## src/icache_pkg.sv

```systemverilog
`default_nettype none

package icache_pkg;

    // one instruction
    typedef logic [31:0] word_t;

    // physical byte address
    typedef logic [31:0] addr_t;

    // line geometry
    localparam int LINE_WORDS = 8;
    localparam int OFFSET_W = 5;

    // full line, word 0 in the low lane
    typedef logic [LINE_WORDS*32-1:0] block_t;

    // cpu request codes
    typedef enum logic [1:0] {
        OP_NONE      = 2'd0,
        OP_FETCH     = 2'd1,
        OP_INDEX_INV = 2'd2
    } icache_op_e;

    // controller states
    // S_REFILL is the single array-write cycle, refill or invalidate
    typedef enum logic [2:0] {
        S_IDLE       = 3'd0,
        S_LOOKUP     = 3'd1,
        S_REQ_BLOCK  = 3'd2,
        S_BLOCK_WAIT = 3'd3,
        S_REFILL     = 3'd4,
        S_REQ_WORD   = 3'd5,
        S_WORD_WAIT  = 3'd6,
        S_WORD_DONE  = 3'd7
    } icache_state_e;

    // memory request, 33 bits
    typedef struct packed {
        // high for line refill, low for single uncached word
        logic  block;
        addr_t addr;
    } mem_req_t;

endpackage

`default_nettype wire

```

## src/icache_mem_port.sv

```systemverilog
`timescale 1ns/10ps
`default_nettype none

module icache_mem_port import icache_pkg::*; (
    input  wire logic     clk,
    input  wire logic     rstn,
    input  wire logic     fill_start,
    input  wire mem_req_t fill_req,
    input  wire logic     mem_req_ready,
    input  wire logic     mem_done,
    input  wire block_t   mem_rdata,
    output logic          mem_req_valid,
    output mem_req_t      mem_req,
    output logic          fill_done,
    output block_t        fill_block,
    output word_t         fill_word
);

    mem_req_t req_q;
    logic     wait_q;
    logic     [2:0] wsel;

    // request pending, then waiting for the answer
    always_ff @(posedge clk) begin
        if (!rstn) begin
            mem_req_valid <= 1'b0;
            wait_q        <= 1'b0;
            fill_done     <= 1'b0;
        end else begin
            fill_done <= wait_q && mem_done;
            if (fill_start) begin
                mem_req_valid <= 1'b1;
            end else if (mem_req_valid && mem_req_ready) begin
                mem_req_valid <= 1'b0;
                wait_q        <= 1'b1;
            end else if (wait_q && mem_done) begin
                wait_q <= 1'b0;
            end
        end
    end

    always_ff @(posedge clk) begin
        if (fill_start) begin
            req_q <= fill_req;
        end
        if (wait_q && mem_done) begin
            fill_block <= mem_rdata;
        end
    end

    // line-aligned on the bus for a refill
    assign mem_req.block = req_q.block;
    assign mem_req.addr  = req_q.block ? {req_q.addr[31:OFFSET_W], {OFFSET_W{1'b0}}}
                                       : req_q.addr;

    // uncached word sits in lane 0
    assign wsel      = req_q.block ? req_q.addr[4:2] : 3'd0;
    assign fill_word = fill_block[wsel*32 +: 32];

    a_req_stable: assert property (@(posedge clk) disable iff (!rstn)
        (mem_req_valid && !mem_req_ready) |=> (mem_req_valid && $stable(mem_req)));

    // controller waits for fill_done before the next request
    a_no_overlap: assert property (@(posedge clk) disable iff (!rstn)
        fill_start |-> !(mem_req_valid || wait_q || fill_done));

endmodule

`default_nettype wire

```

## config.mk

```make
export PLATFORM = sky130hd
export DESIGN_NAME = icache_mem_port
export DESIGN_NICKNAME = d
export VERILOG_FILES = /design/src/icache_pkg.sv /design/src/icache_mem_port.sv
export SDC_FILE = /design/constraint.sdc
export NUM_CORES = 1
export LEC_CHECK = 0
export BUFFER_PORTS_ARGS = -buffer_cell sky130_fd_sc_hd__buf_4
export CELL_PAD_IN_SITES_DETAIL_PLACEMENT = 1
export CELL_PAD_IN_SITES_GLOBAL_PLACEMENT = 1
export CORE_AREA = 3 3 238 240
export CTS_CLUSTER_SIZE = 40
export DETAILED_ROUTE_END_ITERATION = 8
export DIE_AREA = 0 0 241 243
export GPL_TIMING_DRIVEN = 0
export HOLD_SLACK_MARGIN = 0.06
export PLACE_DENSITY = 0.61
export SLEW_MARGIN = 20
export SYNTH_ARGS = -nofsm -noshare
export SYNTH_HDL_FRONTEND = slang
export SYNTH_SLANG_ARGS = --single-unit
```

## constraint.sdc

```tcl
create_clock -name clk -period 12.6 [get_ports clk]
set_input_delay 1.26 -clock clk [delete_from_list [all_inputs] [get_ports clk]]
set_output_delay 1.26 -clock clk [all_outputs]
set_load 0.02 [all_outputs]
```

-- Word-level counts from Yosys, hierarchy flattened
Index checks and enable logic that the tools add are counted.
- flip-flop bits (word level): 292
- input port bits: 294
- output and inout bits: 323
- word-level logic and storage cells: 19
- shift operators: 1
- multiplexer cells: 6
- bitwise operators: 1
- reductions and logical operators: 5
- operators by type and width (cell ; number):
    $shiftx A256 B9 Y32 ; 1
    $mux W5 ; 1
    $mux W1 ; 4
    $reduce_bool A2 Y1 ; 2
    $mux W3 ; 1
    $logic_and A1 B1 Y1 ; 2
    $reduce_and A2 Y1 ; 1
    $not A1 Y1 ; 1

-- Depth between registers and ports, before layout
- depth after elaboration: 3
- gate-level depth with buffers: 6
- depth with buffers taken out: 3

-- Least setup slack after synthesis
Ideal clock, no wire load.
- path kind: input to register
- start point: in mem_done
- end point: reg fill_block[0] (enable)
- library setup time: 649 ps
- data arrival time: 7009 ps
- required time: 11951 ps
- slack: 4942 ps
- cell stages on the path: 1
- buffers on the path: 0
- path through: and2_1
- cells in the longest elaborated chain, start to end: 1
- ends and longest elaborated chain (element ; line ; source):
    start: declaration ; icache_mem_port.sv:10 ; input wire logic mem_done,
    $logic_and A1 B1 Y1 ; icache_mem_port.sv:46 ; if (wait_q && mem_done) begin
    end signal: assignment ; icache_mem_port.sv:47 ; fill_block <= mem_rdata;
    end: declaration ; icache_mem_port.sv:15 ; output block_t fill_block,
Every way passes these cells.
A chain may end at the register's enable or synchronous reset.

-- Worst setup path in the final report
- start point: reg req_q (netlist bit mem_req[32])
- end point: out fill_word[21]
- cells in the longest elaborated chain, start to end: 2
- ends and longest elaborated chain (element ; line ; source):
    start: declaration ; icache_mem_port.sv:19 ; mem_req_t req_q;
    start signal: assignment ; icache_mem_port.sv:44 ; req_q <= fill_req;
    $mux W3 ; icache_mem_port.sv:57 ; assign wsel = req_q.block ? req_q.addr[4:2] : 3'd0;
    $shiftx A256 B9 Y32 ; icache_mem_port.sv:58 ; assign fill_word = fill_block[wsel*32 +: 32];
    end: declaration ; icache_mem_port.sv:16 ; output word_t fill_word
Every way passes these cells.

==> metrics.txt <==
DRT iter0 DRCs=337; kind of critical path=reg2out; postcts setup bufs=0; share of cells above drive strength 1=0.596; hold depth=2; drt drc=0; post-synthesis instance total=600; initial core utilization=0.209; max-slew violation count=0; fillers=5821; Post-synth EDFFs=289; Seq pwr share=0.454; DRT Pass-1 Iters=5; Switching Power=592 uW; prevailing post-synth register cell=edfxtp_1; clock network fraction of total power=0.410; internal power=1830 uW; clock buffer depth=3; Final TNS setup=0 ns; hold path endpoint=wait_q$_SDFFE_PN0P_; Switching Fraction=0.244; # hold bufs at CTS=0; Post-DRT Antenna Nets=0; Die Width=241 um; row count=86; Power per Cell Area=133 nW/um^2; nets=1554; post-synth cell types=25; crit path max fanout=10; core region area=54900 um^2; met3 Track Usage GR=0.0511; Via density=4.27; Worst Hold Class=reg2reg; vias in the first global route=9412; Final Skew=0.0126 ns; die height=243 um; Worst slew margin=0.349; status=finished, final reports clean; Combinational Power Share=0.136; GRT Resource Usage Total=0.166; clk sinks=292; Leak=0.00736 uW; cells resized by post-CTS repair=0; grt ovf=0; first-pass GRT wire length=69200 um; Max Cap Viol=0; R2R Path Start=wait_q$_SDFFE_PN0P_; Peak Freq=0.233 GHz; final hold vios=0; clk_lat worst skew=0.53 ns; RSZ-0062 raised after global routing=no; reg2reg end=fill_block[162]$_DFFE_PP_; FFs w/ async S/R, synth=0; H-tree depth=2; mean post-synth cell area=19.2 um^2; Area Growth Syn to Fin=58.6%; Arr. time, crit path=3.03 ns; drt wl/cell=25.6 um; most common cell after layout, fill and taps aside=buf_4; worst slew pin tran=0.976 ns; Ports=617; DP Wirelength=39000 um; critical path startpoint category=flop; Req. time, crit path=11.34 ns; Total Routed Length=50800 um; Syn. warnings=0; total number of vias=8478; Yosys reg bits=292; largest net degree at the start of global routing=55; clock buffer count from CTS=37; Die ar.=58600 um^2; Worst VDD drop=0.101 mV; Hold Crit Start=wait_q$_SDFFE_PN0P_; reg2reg setup slack=10.72 ns; synthesized area=11500 um^2; RePlAce Congestion=0.807; initial antenna violation count=1; Top Usage Layer GRT=met2; register area share after synthesis=0.760; Setup crit end kind=primary output; Tcrit/Tclk final=0.341; CTS root buffer=clkbuf_16; commonest cells after routing, fill and taps aside=buf_4 (645), edfxtp_1 (289), a21oi_1 (64), clkbuf_16 (39); worst setup path startpoint=mem_req[32]$_DFFE_PP_; post-layout minimum cycle time=4.29 ns; grt met2 use=0.297; # port buffers=616; endpoints failing setup=0; total power draw=2430 uW; Worst-path clk slew=0.06 ns; syn nets=894; TritonCTS clock tree=done; Worst R2R Path Depth=3; GR Util met1=0.189; antenna cell count=0
[stage by stage]
| step | setup slack [ns] | utilization | instance area, um^2 | hold slack [ns] | instances |
|---|---|---|---|---|---|
| 3_3_place_gp | 2.02 | 0.310 | 17000 | 0.476 | 1920 |
| 4_1_cts | 8.06 | 0.332 | 18200 | 0.507 | 1986 |
| 2_1_floorplan | 4.94 | - | 11500 | 0.460 | 600 |
| 6_report | 8.31 | 0.332 | 18200 | 0.506 | 1986 |
| 3_5_place_dp | 8.67 | 0.312 | 17100 | 0.495 | 1925 |
| 5_1_grt | 8.10 | 0.332 | 18200 | 0.552 | 1986 |
[cells in the mapped netlist, types with 3 or more instances]
cell type,n,area [um^2]
clkbuf_1,7,26.3
buf_4,29,218
mux2i_1,32,320
dfxtp_1,3,60.1
edfxtp_1,289,8680
a2bb2oi_1,31,272
and2_1,4,25.0
a211o_1,32,280
nor2b_1,6,37.5
and2_0,30,188
mux4_2,32,721
buf_2,12,60.1
buf_6,18,203
a21oi_1,64,320
[logic make-up (layout without fill, tap and decap cells)]
family,count (synthesis),in the layout,synth area share
buf+inv,69,751,0.0465
simple gates,43,43,0.0233
flops,292,292,0.760
mux,64,64,0.0906
compound gates,132,132,0.0794
[metal layers]
| layer | vias up | wire (um) |
|---|---|---|
| met2 | 438 | 26100 |
| met4 | 2 | 1180 |
| met5 | - | 7 |
| met3 | 65 | 4320 |
| li1 | 3709 | - |
| met1 | 4264 | 19100 |
[flip-flops by register name (all words and copies together), names as in the netlist]
signal	cells
fill_block	256
mem_req_valid	1
req_q	32
mem_req	1
fill_done	1
wait_q	1
[how the worst max path moves through the flow]
stage	to	slack, ns	cells past startpoint
2_1_floorplan	fill_block[0]$_DFFE_PP_	4.94	1
3_3_place_gp	fill_block[193]$_DFFE_PP_	2.02	2
3_5_place_dp	fill_word[21]	8.67	5
4_1_cts	fill_word[21]	8.06	5
5_1_grt	fill_word[21]	8.10	5
6_report	fill_word[21]	8.31	5
[power by group through the flow]
stage | Clock [uW] | Sequential [uW] | Combinational (uW)
after floorplan | 0 | 1130 | 138
after global placement | 0 | 1130 | 331
after detailed placement | 0 | 1120 | 337
after CTS | 1030 | 1100 | 338
after global routing | 1060 | 1100 | 351
final | 995 | 1100 | 330
[cell type report]
type | count | area (um^2) | share of cell area
plain buffers | 67 | 527 | 0.0289
clock buffers | 45 | 998 | 0.0548
clock inverters | 16 | 106 | 0.00583
inverters | 2 | 7.51 | 0.000412
multi-input cells | 239 | 2220 | 0.122
flip-flops and latches | 292 | 8740 | 0.479
well taps | 704 | 881 | 0.0483
repair buffers | 621 | 4750 | 0.260
[critical path: stages (launching register included)]
cell and delay, ns:
edfxtp_1 0.59, buf_6 0.25, nand2_1 0.22, clkbuf_1 0.68, a2bb2oi_1 0.51, buf_4 0.24
(Power assumes the default switching activity.)
