### src/icache_pkg.sv
`default_nettype none

package icache_pkg;

    // one instruction
    typedef logic [31:0] word_t;

    // physical byte address
    typedef logic [31:0] addr_t;

    // line geometry
    localparam int LINE_WORDS = 8;
    localparam int OFFSET_W = 5;

    // full line, word 0 in the low lane
    typedef logic [LINE_WORDS*32-1:0] block_t;

    // cpu request codes
    typedef enum logic [1:0] {
        OP_NONE      = 2'd0,
        OP_FETCH     = 2'd1,
        OP_INDEX_INV = 2'd2
    } icache_op_e;

    // controller states
    // S_REFILL is the single array-write cycle, refill or invalidate
    typedef enum logic [2:0] {
        S_IDLE       = 3'd0,
        S_LOOKUP     = 3'd1,
        S_REQ_BLOCK  = 3'd2,
        S_BLOCK_WAIT = 3'd3,
        S_REFILL     = 3'd4,
        S_REQ_WORD   = 3'd5,
        S_WORD_WAIT  = 3'd6,
        S_WORD_DONE  = 3'd7
    } icache_state_e;

    // memory request, 33 bits
    typedef struct packed {
        // high for line refill, low for single uncached word
        logic  block;
        addr_t addr;
    } mem_req_t;

endpackage

`default_nettype wire

### src/icache_ctrl.sv
`timescale 1ns/10ps
`default_nettype none

module icache_ctrl import icache_pkg::*; (
    input  wire logic       clk,
    input  wire logic       rstn,
    input  wire icache_op_e req_op,
    input  wire addr_t      req_addr,
    input  wire logic       req_cached,
    input  wire logic       stall,
    input  wire logic       hit,
    input  wire word_t      rd_word,
    input  wire logic       fill_done,
    input  wire word_t      fill_word,
    output word_t           ins,
    output logic            ins_valid,
    output logic            busy,
    output logic            rd_en,
    output addr_t           rd_addr,
    output logic            wr_en,
    output logic            inv_en,
    output addr_t           wr_addr,
    output logic            fill_start,
    output mem_req_t        fill_req
);

    icache_state_e state, state_nx;
    icache_op_e    op_q;
    addr_t         addr_q;
    word_t         word_q;
    logic          accept;
    logic          done;

    // answer ready in this cycle
    assign done = ((state == S_LOOKUP) && hit) || (state == S_WORD_DONE);
    assign ins_valid = done;

    // free only when idle or an answer is being handed over
    assign busy = !((state == S_IDLE) || (done && !stall));
    assign accept = !busy && (req_op != OP_NONE);

    always_comb begin
        state_nx = state;
        case (state)
            S_IDLE, S_WORD_DONE: begin
                if (!busy) begin
                    state_nx = S_IDLE;
                end
            end
            S_LOOKUP: begin
                // miss goes out for the line, hit behaves as a done state
                if (!hit) begin
                    state_nx = S_REQ_BLOCK;
                end else if (!stall) begin
                    state_nx = S_IDLE;
                end
            end
            S_REQ_BLOCK: state_nx = S_BLOCK_WAIT;
            S_BLOCK_WAIT: begin
                if (fill_done) begin
                    state_nx = S_REFILL;
                end
            end
            S_REFILL: begin
                // refill replays the lookup, invalidate just finishes
                state_nx = (op_q == OP_INDEX_INV) ? S_IDLE : S_LOOKUP;
            end
            S_REQ_WORD: state_nx = S_WORD_WAIT;
            S_WORD_WAIT: begin
                if (fill_done) begin
                    state_nx = S_WORD_DONE;
                end
            end
            default: state_nx = S_IDLE;
        endcase
        // a new request overrides the hand-over target
        if (accept) begin
            if (req_op == OP_INDEX_INV) begin
                state_nx = S_REFILL;
            end else if (req_cached) begin
                state_nx = S_LOOKUP;
            end else begin
                state_nx = S_REQ_WORD;
            end
        end
    end

    always_ff @(posedge clk) begin
        if (!rstn) begin
            state <= S_IDLE;
            op_q  <= OP_NONE;
        end else begin
            state <= state_nx;
            if (accept) begin
                op_q <= req_op;
            end
        end
    end

    // request address and uncached word
    always_ff @(posedge clk) begin
        if (accept) begin
            addr_q <= req_addr;
        end
        if ((state == S_WORD_WAIT) && fill_done) begin
            word_q <= fill_word;
        end
    end

    assign ins = (state == S_WORD_DONE) ? word_q : rd_word;

    // read starts on acceptance, so the result is there in S_LOOKUP
    assign rd_en = (accept && (req_op == OP_FETCH) && req_cached)
                   || ((state == S_REFILL) && (op_q == OP_FETCH));
    assign rd_addr = (state == S_REFILL) ? addr_q : req_addr;

    assign wr_en   = (state == S_REFILL) && (op_q == OP_FETCH);
    assign inv_en  = (state == S_REFILL) && (op_q == OP_INDEX_INV);
    assign wr_addr = addr_q;

    // word address in both cases; the port aligns block requests
    assign fill_start     = (state == S_REQ_BLOCK) || (state == S_REQ_WORD);
    assign fill_req.block = (state == S_REQ_BLOCK);
    assign fill_req.addr  = {addr_q[31:2], 2'b00};

    // stalled answer stays put on the next cycle
    a_stall_hold: assert property (@(posedge clk) disable iff (!rstn)
        (ins_valid && stall) |=> (ins_valid && $stable(ins)));

    // request pulse lasts one cycle and serves only a fetch
    a_fill_pulse: assert property (@(posedge clk) disable iff (!rstn)
        fill_start |-> ((op_q == OP_FETCH) && !$past(fill_start)));

endmodule

`default_nettype wire

### config.mk
export PLATFORM = sky130hd
export DESIGN_NAME = icache_ctrl
export DESIGN_NICKNAME = d
export VERILOG_FILES = /design/src/icache_pkg.sv /design/src/icache_ctrl.sv
export SDC_FILE = /design/constraint.sdc
export NUM_CORES = 1
export LEC_CHECK = 0
export CAP_MARGIN = 0
export CORE_MARGIN = 1
export CORE_UTILIZATION = 40
export DETAILED_ROUTE_END_ITERATION = 10
export DONT_BUFFER_PORTS = 1
export GPL_ROUTABILITY_DRIVEN = 0
export PLACE_DENSITY = 0.59
export SLEW_MARGIN = 40
export SYNTH_ARGS = -nofsm -noshare
export SYNTH_HDL_FRONTEND = slang
export SYNTH_SLANG_ARGS = --single-unit
### constraint.sdc
create_clock -name clk -period 2.56 [get_ports clk]
set_input_delay 0.512 -clock clk [delete_from_list [all_inputs] [get_ports clk]]
set_output_delay 0.512 -clock clk [all_outputs]
set_load 0.1 [all_outputs]
Word-level counts from Yosys, hierarchy flattened
Index checks and enable logic that the tools add are counted.
{"block": "totals", "ff_bits": 69, "latchBits": 0, "ramBits": 0, "rom_bits": 0, "in_bits": 104, "output_inout_bits": 135, "wordCells": 49, "mem_count": 0}
{"block": "classes", "add_sub_neg": 0, "n_mul": 0, "n_div": 0, "magnitude_cmp": 0, "n_eq_ne": 15, "shifts": 0, "muxes": 12, "bitwise_logic": 0, "reduce_logical": 18}
{"operator": "$mux 32", "n": 2}
{"operator": "$mux 3", "n": 8}
{"operator": "$pmux 3 s7", "n": 1}
{"operator": "$eq 3x3->1 const B", "n": 4}
{"operator": "$ne 3x3->1 const B", "n": 3}
{"operator": "$logic_and 1x1->1", "n": 8}
{"operator": "$eq 3x2->1 const B", "n": 2}
{"operator": "$eq 2x1->1 const B", "n": 2}
{"operator": "$eq 2x2->1 const B", "n": 2}
{"operator": "$logic_or 1x1->1", "n": 4}
{"operator": "$ne 4x4->1 const B", "n": 1}
{"operator": "$reduce_and 4->1", "n": 1}
{"operator": "$eq 3x1->1 const B", "n": 1}
{"operator": "$logic_not 3->1", "n": 1}
{"operator": "$logic_not 1->1", "n": 2}
{"operator": "$reduce_bool 2->1", "n": 1}
{"operator": "$reduce_or 2->1", "n": 1}
{"operator": "$mux 1", "n": 1}

Longest topological paths before layout
Gate-level depths: netlist (run 1).
{"block": "depth", "word_depth": 9, "depth_mapped": 6, "mapped_depth_nobuf": 4}

Worst setup path before layout (run 1)
Ideal clock, no wire load.
{"block": "synth_timing", "path_kind": "input -> register", "from": "input port stall", "to": "register addr_q[0], in the netlist wr_addr[0], enable pin", "setup_ns": 0.491, "arrival_time_ns": 2.976, "path_slack_ns": -0.907, "path_stages": 3, "path_buffers": 0, "path_cell_list": "and4b_1 -> nor2_1 -> nor2_1"}
{"block": "synth_via", "elab_chain_len": 4}
{"element": "from (decl)", "line": "icache_ctrl.sv:10", "text": "input wire logic stall,"}
{"element": "$logic_not 1->1"}
{"element": "$logic_and 1x1->1", "line": "icache_ctrl.sv:39", "text": "assign busy = !((state == S_IDLE) || (done && !stall));"}
{"element": "$logic_or 1x1->1", "line": "icache_ctrl.sv:39"}
{"element": "$logic_and 1x1->1", "line": "icache_ctrl.sv:40", "text": "assign accept = !busy && (req_op != OP_NONE);"}
{"element": "via accept", "line": "icache_ctrl.sv:31", "text": "logic accept;"}
{"element": "to (signal assigned)", "line": "icache_ctrl.sv:103", "text": "addr_q <= req_addr;"}
{"element": "to (decl)", "line": "icache_ctrl.sv:29", "text": "addr_t addr_q;"}
The timed path passes the listed nets, and every way through them passes these cells.
A chain may end at the register's enable or synchronous reset.

Final worst setup path (run 1)
{"block": "layout_timing", "from": "register state[2]", "to": "output port rd_addr[31]"}
{"block": "layout_via", "elab_chain_len": 2}
{"element": "from (decl)", "line": "icache_ctrl.sv:27", "text": "icache_state_e state, state_nx;"}
{"element": "from (signal assigned)", "line": "icache_ctrl.sv:93", "text": "state <= state_nx;"}
{"element": "$eq 3x3->1", "line": "icache_ctrl.sv:115", "text": "assign rd_addr = (state == S_REFILL) ? addr_q : req_addr;"}
{"element": "$mux 32", "line": "icache_ctrl.sv:115"}
{"element": "to (decl)", "line": "icache_ctrl.sv:19", "text": "output addr_t rd_addr,"}
Every way passes these cells.

==> metrics.txt, run 1 <==
final period demand of the worst path 2.42 ns; most area-consuming cells after synthesis edfxtp_1, mux2_4, mux2_2, buf_4, dfxtp_1; Compound-Gate Fraction of Synth Area 3.98%; power density over the cells 1340 nW/um^2; total routing resource utilization after global routing 19.0%; multiplexer share of the synthesized area 23.7%; clock tree from TritonCTS yes; run status complete, no violations; # clock sinks 69; Ports 239; initial cell density of the core 42.0%; placed standard-cell area 5730 sq um; data required time at the worst endpoint 2.05 ns; Static Leakage 2.40 nW; post-synthesis cell count 232; average via count per standard cell 5.13; layout net count 444; setup fix buffers added after clock tree synthesis 0; DP Cell Count 433; cell type with the largest total area after synthesis edfxtp_1; simple-gate portion of the synthesized area 5.15%; XOR/XNOR Fraction of Synth Area 0%; # rows 33; CP max FO 16; largest net degree at the start of global routing 33; Final Max Slew Viols 0; period utilisation layout 94.6%; Syn Std Cell Area 3520 sq um; Synth-to-Final Area Change 68.9%; main combinational cell family by area after synthesis multiplexers; max capacitance violation total 0; Slew @ Worst Pin 0.674 ns; unique cell type count in the Yosys netlist 38; top_reg_cell synth edfxtp_1; DR WL/cell 20.3 um; clk_lat worst skew 0.34 ns; longest individual stage delay on the worst path 0.39 ns; Antenna Diode Count 0; cells traversed along the worst timing path nor2b_4 > nor2b_4 > buf_12 > mux2_2 > buf_12; buffer levels on the longest clock path 2; post-synth top area share 54.6%; dominant cell by count in the synthesized netlist edfxtp_1; wire length of the first global-routing pass 12.5 mm; setup slack after layout 0.139 ns; list of most frequent post-synthesis cells edfxtp_1, buf_4, mux2_2, mux2_4, nor2_1; worst setup slack after placement 0.386 ns; Total Power Consumption 7.97 mW; die area 9180 sq um; worst clock skew on the final layout 0.00607 ns; fraction of the mapped netlist area in adder cells 0%; hold buffer count at cts 0; Layout Cell Area excl Fill 5950 sq um; DRC violations left 0; Worst EP arrival 1.91 ns; CTS resizes 0; H-tree levels 3; Min Hold Slack 0.265 ns; number of enable-type register cells in the synthesized netlist 64; die outline height 95.8 um; library cell used as clock root buffer clkbuf_8; die extent in x 95.8 um; Layout fillers 538; number of buffers created by CTS 9; number of design-rule violations left by the first detailed-router iteration 84; Max transition margin 54.9%; global-route congestion overflow total 0; Synthesis Warnings 0; total wirelength of the detailed-routed design 9.13 mm; fraction of layout instances using a drive strength above 1 66.7%; Synth Register Bits 69; via count of the first global-routing pass 2204; unrepaired setup endpoints after global routing no; mean cell area of the mapped netlist 15.2 sq um; total iterations of the first detailed-routing run 4; highest attainable clock frequency 0.413 GHz; estimated wirelength of the detail-placed design 7.26 mm; final count of negative-setup-slack endpoints 0; number of nets still failing antenna checks after routing 0; ys async rst share 0%; slowest cell on the critical path dfxtp_2; quantity of I/O buffers inserted on ports 0; Vias 2308; clock slew seen by the registers of the worst setup and hold paths 0.08 ns; area inside the core boundary 8380 sq um; antenna violations before repair 0; part of the Yosys area used for sequential elements 57.4%; category of the most critical setup path flop to output port; final cell count without fillers 450; category of the worst setup path capture point output port; worst hold path class input pin to flop; crit path launch type flop; Final Hold Vio Count 0; IR Drop Worst-Case VDD 1050 uV
## metrics by stage
stage          setup TNS, ns  utilization [%]
6_report                   0             70.9
5_1_grt                    0             70.9
4_1_cts                    0             70.6
3_5_place_dp               0             68.3
3_3_place_gp               0             68.3
2_1_floorplan        -0.0436                -
## path summary, 6_finish.rpt
check / startpoint / endpoint / slack (ns) / depth (start not counted)
max: state[2]$_SDFFE_PN0P_ / rd_addr[31] / 0.14 / 5
min: fill_word[9] / word_q[9]$_DFFE_PP_ / 0.27 / 0
max reg2reg: state[1]$_SDFFE_PN0P_ / wr_addr[12]$_DFFE_PP_ / 0.77 / 4
min reg2reg: op_q[1]$_SDFFE_PN0P_ / op_q[1]$_SDFFE_PN0P_ / 0.52 / 2
## metal layers
| layer | wire length [um] | track usage (%) | vias to the layer above |
|---|---|---|---|
| li1 | - | - | 1050 |
| met1 | 3180 | 20.3 | 1131 |
| met2 | 5190 | 35.1 | 114 |
| met3 | 578 | 4.74 | 13 |
| met4 | 180 | 8.33 | 0 |
| met5 | 0 | 0 | - |
## critical path, delay by kind of cell, from the launching register on
| kind | cells | cell delay [ns] |
|---|---|---|
| DFF | 1 | 0.39 |
| muxes | 1 | 0.38 |
| and+or+nand+nor | 2 | 0.42 |
| buffers and inverters | 2 | 0.38 |
## registers in the layout, summed over array words and instances, names as in the netlist
| signal | count |
|---|---|
| state | 3 |
| wr_addr | 32 |
| op_q | 2 |
| word_q | 32 |
## layout by cell type, fill, tap and decap left out, types with 4 or more instances in the layout
cell type and count:
buf_12 67, edfxtp_1 64, buf_4 48, mux2_2 32, mux2_4 30, buf_16 24
clkbuf_8 9, a21oi_1 6, nand2_1 5, o21ai_0 4
## where the power goes
| group | total (mW) | internal, mW | switching (mW) | leakage (nW) |
|---|---|---|---|---|
| sequential | 1.62 | 1.46 | 0.163 | 0.640 |
| clock | 0.851 | 0.443 | 0.409 | 0.0887 |
| combinational | 5.50 | 1.67 | 3.82 | 1.68 |
| total | 7.97 | 3.58 | 4.40 | 2.40 |
## final cells by class
class | count | area, sq um | area share (%)
multi-input cells | 117 | 1200 | 20.2
repair buffers | 140 | 2390 | 40.2
clock buffers | 9 | 124 | 2.08
flip-flops and latches | 69 | 2020 | 34.0
clock inverters | 7 | 66.3 | 1.12
inverters | 3 | 11.3 | 0.189
well taps | 105 | 131 | 2.21
## logic make-up (layout without fill, tap and decap cells)
family | count (synthesis) | count (layout)
other | 1 | 2
multiplexers | 64 | 64
AND/OR/NAND/NOR | 30 | 30
flip-flops | 69 | 69
buffers and inverters | 47 | 159
AO/OA/AOI/OAI | 21 | 21
Power figures use the tool's default switching activity.
==> run 2: changes to the inputs <==
--- a/config.mk
+++ b/config.mk
@@ -5,13 +5,14 @@
 export SDC_FILE = /design/constraint.sdc
 export NUM_CORES = 1
 export LEC_CHECK = 0
+export ABC_AREA = 1
+export BUFFER_PORTS_ARGS = -buffer_cell sky130_fd_sc_hd__buf_2
 export CAP_MARGIN = 0
 export CORE_MARGIN = 1
-export CORE_UTILIZATION = 40
+export CORE_UTILIZATION = 37
 export DETAILED_ROUTE_END_ITERATION = 10
-export DONT_BUFFER_PORTS = 1
 export GPL_ROUTABILITY_DRIVEN = 0
-export PLACE_DENSITY = 0.59
+export PLACE_DENSITY = 0.79
 export SLEW_MARGIN = 40
 export SYNTH_ARGS = -nofsm -noshare
 export SYNTH_HDL_FRONTEND = slang
==> run 2 against run 1 <==
Compared with the run above: final area decreased by 3.7%; setup slack improved by 0.062 ns; utilization decreased by 5.6 points; die area increased by 3.5%; via count increased by 41%; routed wire length increased by 8.3%; largest cell class unchanged; critical path depth increased by 1.
==> metrics.txt, run 2 <==
setup slack after layout 0.201 ns (was 0.139 ns); wire length of the first global-routing pass 15.2 mm (was 12.5 mm); DR WL/cell 14.2 um (was 20.3 um); most area-consuming cells after synthesis edfxtp_1, nand2_1, buf_4, dfxtp_1, inv_1 (was edfxtp_1, mux2_4, mux2_2, buf_4, dfxtp_1); unrepaired setup endpoints after global routing no (unchanged); largest net degree at the start of global routing 34 (was 33); Min Hold Slack 0.348 ns (was 0.265 ns); antenna violations before repair 0 (unchanged); post-synthesis cell count 375 (was 232); via count of the first global-routing pass 3233 (was 2204); fraction of layout instances using a drive strength above 1 46.3% (was 66.7%); total routing resource utilization after global routing 20.4% (was 19.0%); category of the most critical setup path flop to output port (unchanged); Slew @ Worst Pin 0.516 ns (was 0.674 ns); unique cell type count in the Yosys netlist 22 (was 38); worst clock skew on the final layout 0.0137 ns (was 0.00607 ns); Worst EP arrival 1.85 ns (was 1.91 ns); worst setup slack after placement 0.479 ns (was 0.386 ns); Ports 239 (unchanged); clk_lat worst skew 0.33 ns (was 0.34 ns); DP Cell Count 680 (was 433); # rows 34 (was 33); mean cell area of the mapped netlist 8.99 sq um (was 15.2 sq um); clock tree from TritonCTS yes (unchanged); Antenna Diode Count 0 (unchanged); CP max FO 33 (was 16); Vias 3251 (was 2308); clock slew seen by the registers of the worst setup and hold paths 0.08 ns (about the same); library cell used as clock root buffer clkbuf_8 (unchanged); DRC violations left 0 (unchanged); global-route congestion overflow total 0 (unchanged); number of nets still failing antenna checks after routing 0 (unchanged); part of the Yosys area used for sequential elements 60.0% (was 57.4%); setup fix buffers added after clock tree synthesis 0 (unchanged); die extent in x 97.5 um (was 95.8 um); data required time at the worst endpoint 2.05 ns (about the same); total iterations of the first detailed-routing run 4 (unchanged); average via count per standard cell 4.67 (was 5.13); total wirelength of the detailed-routed design 9.89 mm (was 9.13 mm); Synth Register Bits 69 (unchanged); Synthesis Warnings 0 (unchanged); worst hold path class input pin to flop (unchanged); commonest cells after routing, fill and taps aside nand2_1, buf_2, buf_12 (was buf_12, edfxtp_1, buf_4); cell type with the largest total area after synthesis edfxtp_1 (unchanged); period utilisation layout 92.1% (was 94.6%); max capacitance violation total 0 (unchanged); number of design-rule violations left by the first detailed-router iteration 51 (was 84); category of the worst setup path capture point output port (unchanged); quantity of I/O buffers inserted on ports 236 (was 0); run status complete, no violations (unchanged); Max transition margin 65.8% (was 54.9%); top_reg_cell synth edfxtp_1 (unchanged); ys async rst share 0% (unchanged); layout net count 687 (was 444); buffer levels on the longest clock path 2 (unchanged); most common cell after layout, fill and taps aside nand2_1 (was buf_12); Final Hold Vio Count 0 (unchanged); area inside the core boundary 8760 sq um (was 8380 sq um); Synth-to-Final Area Change 69.9% (was 68.9%); final cell count without fillers 696 (was 450); Layout fillers 667 (was 538); Final Max Slew Viols 0 (unchanged); die outline height 97.5 um (was 95.8 um); estimated wirelength of the detail-placed design 7.92 mm (was 7.26 mm); number of enable-type register cells in the synthesized netlist 64 (unchanged); initial cell density of the core 38.5% (was 42.0%); final period demand of the worst path 2.36 ns (was 2.42 ns); list of most frequent post-synthesis cells nand2_1, edfxtp_1, buf_4, inv_1, buf_2 (was edfxtp_1, buf_4, mux2_2, mux2_4, nor2_1); final count of negative-setup-slack endpoints 0 (unchanged); H-tree levels 3 (unchanged); number of buffers created by CTS 9 (unchanged); post-synth top area share 57.0% (was 54.6%); Syn Std Cell Area 3370 sq um (was 3520 sq um); dominant cell by count in the synthesized netlist nand2_1 (was edfxtp_1); crit path launch type flop (unchanged); highest attainable clock frequency 0.424 GHz (was 0.413 GHz); # clock sinks 69 (unchanged); die area 9500 sq um (was 9180 sq um)
run 2: changes by cell type after synthesis, moves of 4 or more:
cell and delta:
nand2_1 +203, mux2_2 -32, mux2_4 -30, inv_1 +13, buf_2 +5, buf_6 -4
nand2_2 +4
run 2: layout make-up:
| type | count | area, sq um | area share (%) |
|---|---|---|---|
| Clock inverter | 7 | 138 | 2.40 |
| Inverter | 17 | 66.3 | 1.16 |
| Timing Repair Buffer | 241 | 2240 | 39.1 |
| Multi-Input combinational cell | 245 | 1000 | 17.5 |
| Tap cell | 108 | 135 | 2.36 |
| Clock buffer | 9 | 124 | 2.16 |
| Sequential cell | 69 | 2020 | 35.3 |
run 2: layer usage:
layer  vias up  wire length [um]  global-route usage [%]
met1      1474              3550                    21.4
li1       1568                 -                       -
met2       186              5050                    36.4
met4         0               252                    7.92
met5         -                 0                       0
met3        23              1040                    7.91
run 2: cell families (layout without fill, tap and decap cells):
| group | count (synthesis) | after routing | share of synthesized area [%] |
|---|---|---|---|
| buffers and inverters | 62 | 274 | 10.8 |
| AO/OA/AOI/OAI | 10 | 10 | 1.63 |
| other | 1 | 2 | 0.111 |
| flip-flops | 69 | 69 | 60.0 |
| AND/OR/NAND/NOR | 233 | 233 | 27.5 |
run 2: what timing repair did:
action / in CTS / in global routing
endpoints found under the setup margin: 0 / 34
resized for setup: 0 / 3
hold endpoints to repair: 0 / 0
hold buffers: 0 / 0
run 2: worst max-delay path: stages, from the launching register on:
cell and delay, ns:
dfxtp_1 0.46, nor2_1 0.09, nand2_1 0.17, buf_4 0.36, nand2_1 0.12, nand2_1 0.13
buf_12 0.18
run 2: path summary, 6_finish.rpt:
path                               from                    end  slack [ns]  depth (start not counted)
setup reg to reg  state[0]$_SDFFE_PN0P_  wr_addr[16]$_DFFE_PP_        0.68                          9
setup / recovery  state[1]$_SDFFE_PN0P_            rd_addr[31]        0.20                          6
hold / removal            fill_word[18]   word_q[18]$_DFFE_PP_        0.35                          1
hold reg to reg    op_q[0]$_SDFFE_PN0P_   op_q[0]$_SDFFE_PN0P_        0.49                          2
run 2: per-stage QoR:
stage	util [%]	TNS (ns)	instance area, sq um
after floorplan	-	-0.459	3390
after global placement	62.3	0	5460
after detailed placement	62.3	0	5460
after CTS	65.3	0	5720
after global routing	65.4	0	5730
final	65.4	0	5730
Power of run 2 is left out: the tool's default activity adds up to more than one toggle a clock period on the data nets, which glitch-free logic cannot reach.
==> run 3: changes to the inputs <==
==> constraint.sdc (replaced) <==
create_clock -name clk -period 2.56 [get_ports clk]
set_input_delay 0.128 -clock clk [delete_from_list [all_inputs] [get_ports clk]]
set_output_delay 0.128 -clock clk [all_outputs]
set_load 0.1 [all_outputs]
==> run 3 against run 2 <==
Compared with the run above: critical path depth down 1; critical endpoint is now rd_addr[29]; via count up 13%; first-iteration DRC count rose to 3.0 times the previous value; routed wire length up 26%; die area unchanged; utilization up 6.2 points.
==> metrics.txt, run 3 (synthesis results as in run 2) <==
Antenna Diode Count 0 (unchanged); reg2reg start state[0]$_SDFFE_PN0P_ (unchanged); DRC violations left 0 (unchanged); setup fix buffers added after clock tree synthesis 0 (unchanged); period utilisation layout 91.2% (was 92.1%); die area 9500 sq um (unchanged); beginning of the critical path state[2]$_SDFFE_PN0P_ (was state[1]$_SDFFE_PN0P_); die extent in x 97.5 um (unchanged); die outline height 97.5 um (unchanged); Vias 3672 (was 3251); launch instance of the worst min-delay path rstn (was fill_word[18]); number of nets still failing antenna checks after routing 0 (unchanged); layout net count 751 (was 687); Top Layer Used met4 (unchanged); R2R Path End wr_addr[30]$_DFFE_PP_ (was wr_addr[16]$_DFFE_PP_); clock slew seen by the registers of the worst setup and hold paths 0.07 ns (was 0.08 ns); Slew @ Worst Pin 0.519 ns (was 0.516 ns); DR WL/cell 16.4 um (was 14.2 um); quantity of I/O buffers inserted on ports 236 (unchanged); largest net degree at the start of global routing 34 (unchanged); CP max FO 32 (was 33); global-route congestion overflow total 0 (unchanged); final core utilization 71.6% (was 65.4%); register-to-register setup slack 0.75 ns (was 0.68 ns); setup slack after layout 0.225 ns (was 0.201 ns); total wirelength of the detailed-routed design 12.4 mm (was 9.89 mm); buffer levels on the longest clock path 2 (unchanged); wire length of the first global-routing pass 18.9 mm (was 15.2 mm); number of cells on the worst reg-to-reg path 9 (unchanged); Worst EP arrival 2.21 ns (was 1.85 ns); CTS resizes 0 (unchanged); fraction of layout instances using a drive strength above 1 41.3% (was 46.3%); estimated wirelength of the detail-placed design 8.18 mm (was 7.92 mm); average via count per standard cell 4.83 (was 4.67); hold depth 3 (was 1); wire length on met2 6.34 mm (was 5.05 mm); met3 WL post-DR 1.25 mm (was 1.04 mm); total iterations of the first detailed-routing run 4 (unchanged); Final Hold Vio Count 0 (unchanged); hold buffer count at cts 64 (was 0); run status complete, no violations (unchanged); number of buffers created by CTS 9 (unchanged); worst clock skew on the final layout 0.0108 ns (was 0.0137 ns); max capacitance violation total 0 (unchanged); crit path launch type flop (unchanged); initial cell density of the core 38.5% (unchanged); end point of the most critical hold path state[1]$_SDFFE_PN0P_ (was word_q[18]$_DFFE_PP_); # rows 34 (unchanged); final count of negative-setup-slack endpoints 0 (unchanged); via count of the first global-routing pass 3755 (was 3233); Final Max Slew Viols 0 (unchanged); worst hold path class input pin to flop (unchanged); library cell used as clock root buffer clkbuf_8 (unchanged); commonest cells after routing, fill and taps aside nand2_1, buf_2, buf_12 (unchanged); Ports 239 (unchanged); most common cell after layout, fill and taps aside nand2_1 (unchanged); Synth-to-Final Area Change 86.0% (was 69.9%); worst setup slack after placement 0.618 ns (was 0.479 ns); total routing resource utilization after global routing 25.4% (was 20.4%); number of design-rule violations left by the first detailed-router iteration 151 (was 51); clk_lat worst skew 0.34 ns (was 0.33 ns); final period demand of the worst path 2.34 ns (was 2.36 ns); # clock sinks 69 (unchanged); Max transition margin 65.3% (was 65.8%); clock tree from TritonCTS yes (unchanged); category of the worst setup path capture point output port (unchanged); highest attainable clock frequency 0.428 GHz (was 0.424 GHz); antenna violations before repair 0 (unchanged); unrepaired setup endpoints after global routing no (unchanged); category of the most critical setup path flop to output port (unchanged); area inside the core boundary 8760 sq um (unchanged); data required time at the worst endpoint 2.43 ns (was 2.05 ns); H-tree levels 3 (unchanged); WL met1 4.45 mm (was 3.55 mm)
==> run 3: worst max path at each step <==
stage	cells past startpoint	slack, ns	end
2_1_floorplan	7	-0.33	rd_en
3_3_place_gp	6	0.75	rd_addr[25]
3_5_place_dp	5	0.62	rd_addr[28]
4_1_cts	5	0.24	rd_addr[28]
5_1_grt	5	0.03	rd_addr[29]
6_report	5	0.22	rd_addr[29]
==> run 3: metal layers <==
layer	GRT usage [%]	vias up
li1	-	1696
met1	26.8	1710
met2	46.0	234
met3	8.13	32
met4	11.1	0
met5	0	-
==> run 3: layout make-up <==
| type | count | area (sq um) |
|---|---|---|
| timing repair buffer | 305 | 2840 |
| inverter | 17 | 63.8 |
| clock buffer | 9 | 124 |
| multi-input combinational | 245 | 1000 |
| clock inverter | 7 | 90.1 |
| tap | 108 | 135 |
| fill | 561 | 2490 |
| sequential | 69 | 2020 |
==> run 3: critical path, stage by stage (launching register included) <==
cell	delay, ns
dfxtp_1	0.53
nand2_1	0.36
inv_2	0.51
nand2_1	0.11
nand2_1	0.15
buf_12	0.19
==> run 3: per-stage QoR <==
| stage | TNS [ns] | cell area [sq um] | instances | hold WS, ns |
|---|---|---|---|---|
| floorplan | -0.331 | 3390 | 376 | 0.227 |
| global placement | 0 | 5420 | 680 | 0.305 |
| detailed placement | 0 | 5420 | 680 | 0.306 |
| CTS | 0 | 6270 | 760 | 0.0378 |
| global route | 0 | 6270 | 760 | 0.0613 |
| finish | 0 | 6270 | 760 | 0.0613 |
Power of run 3 is left out for the same reason.
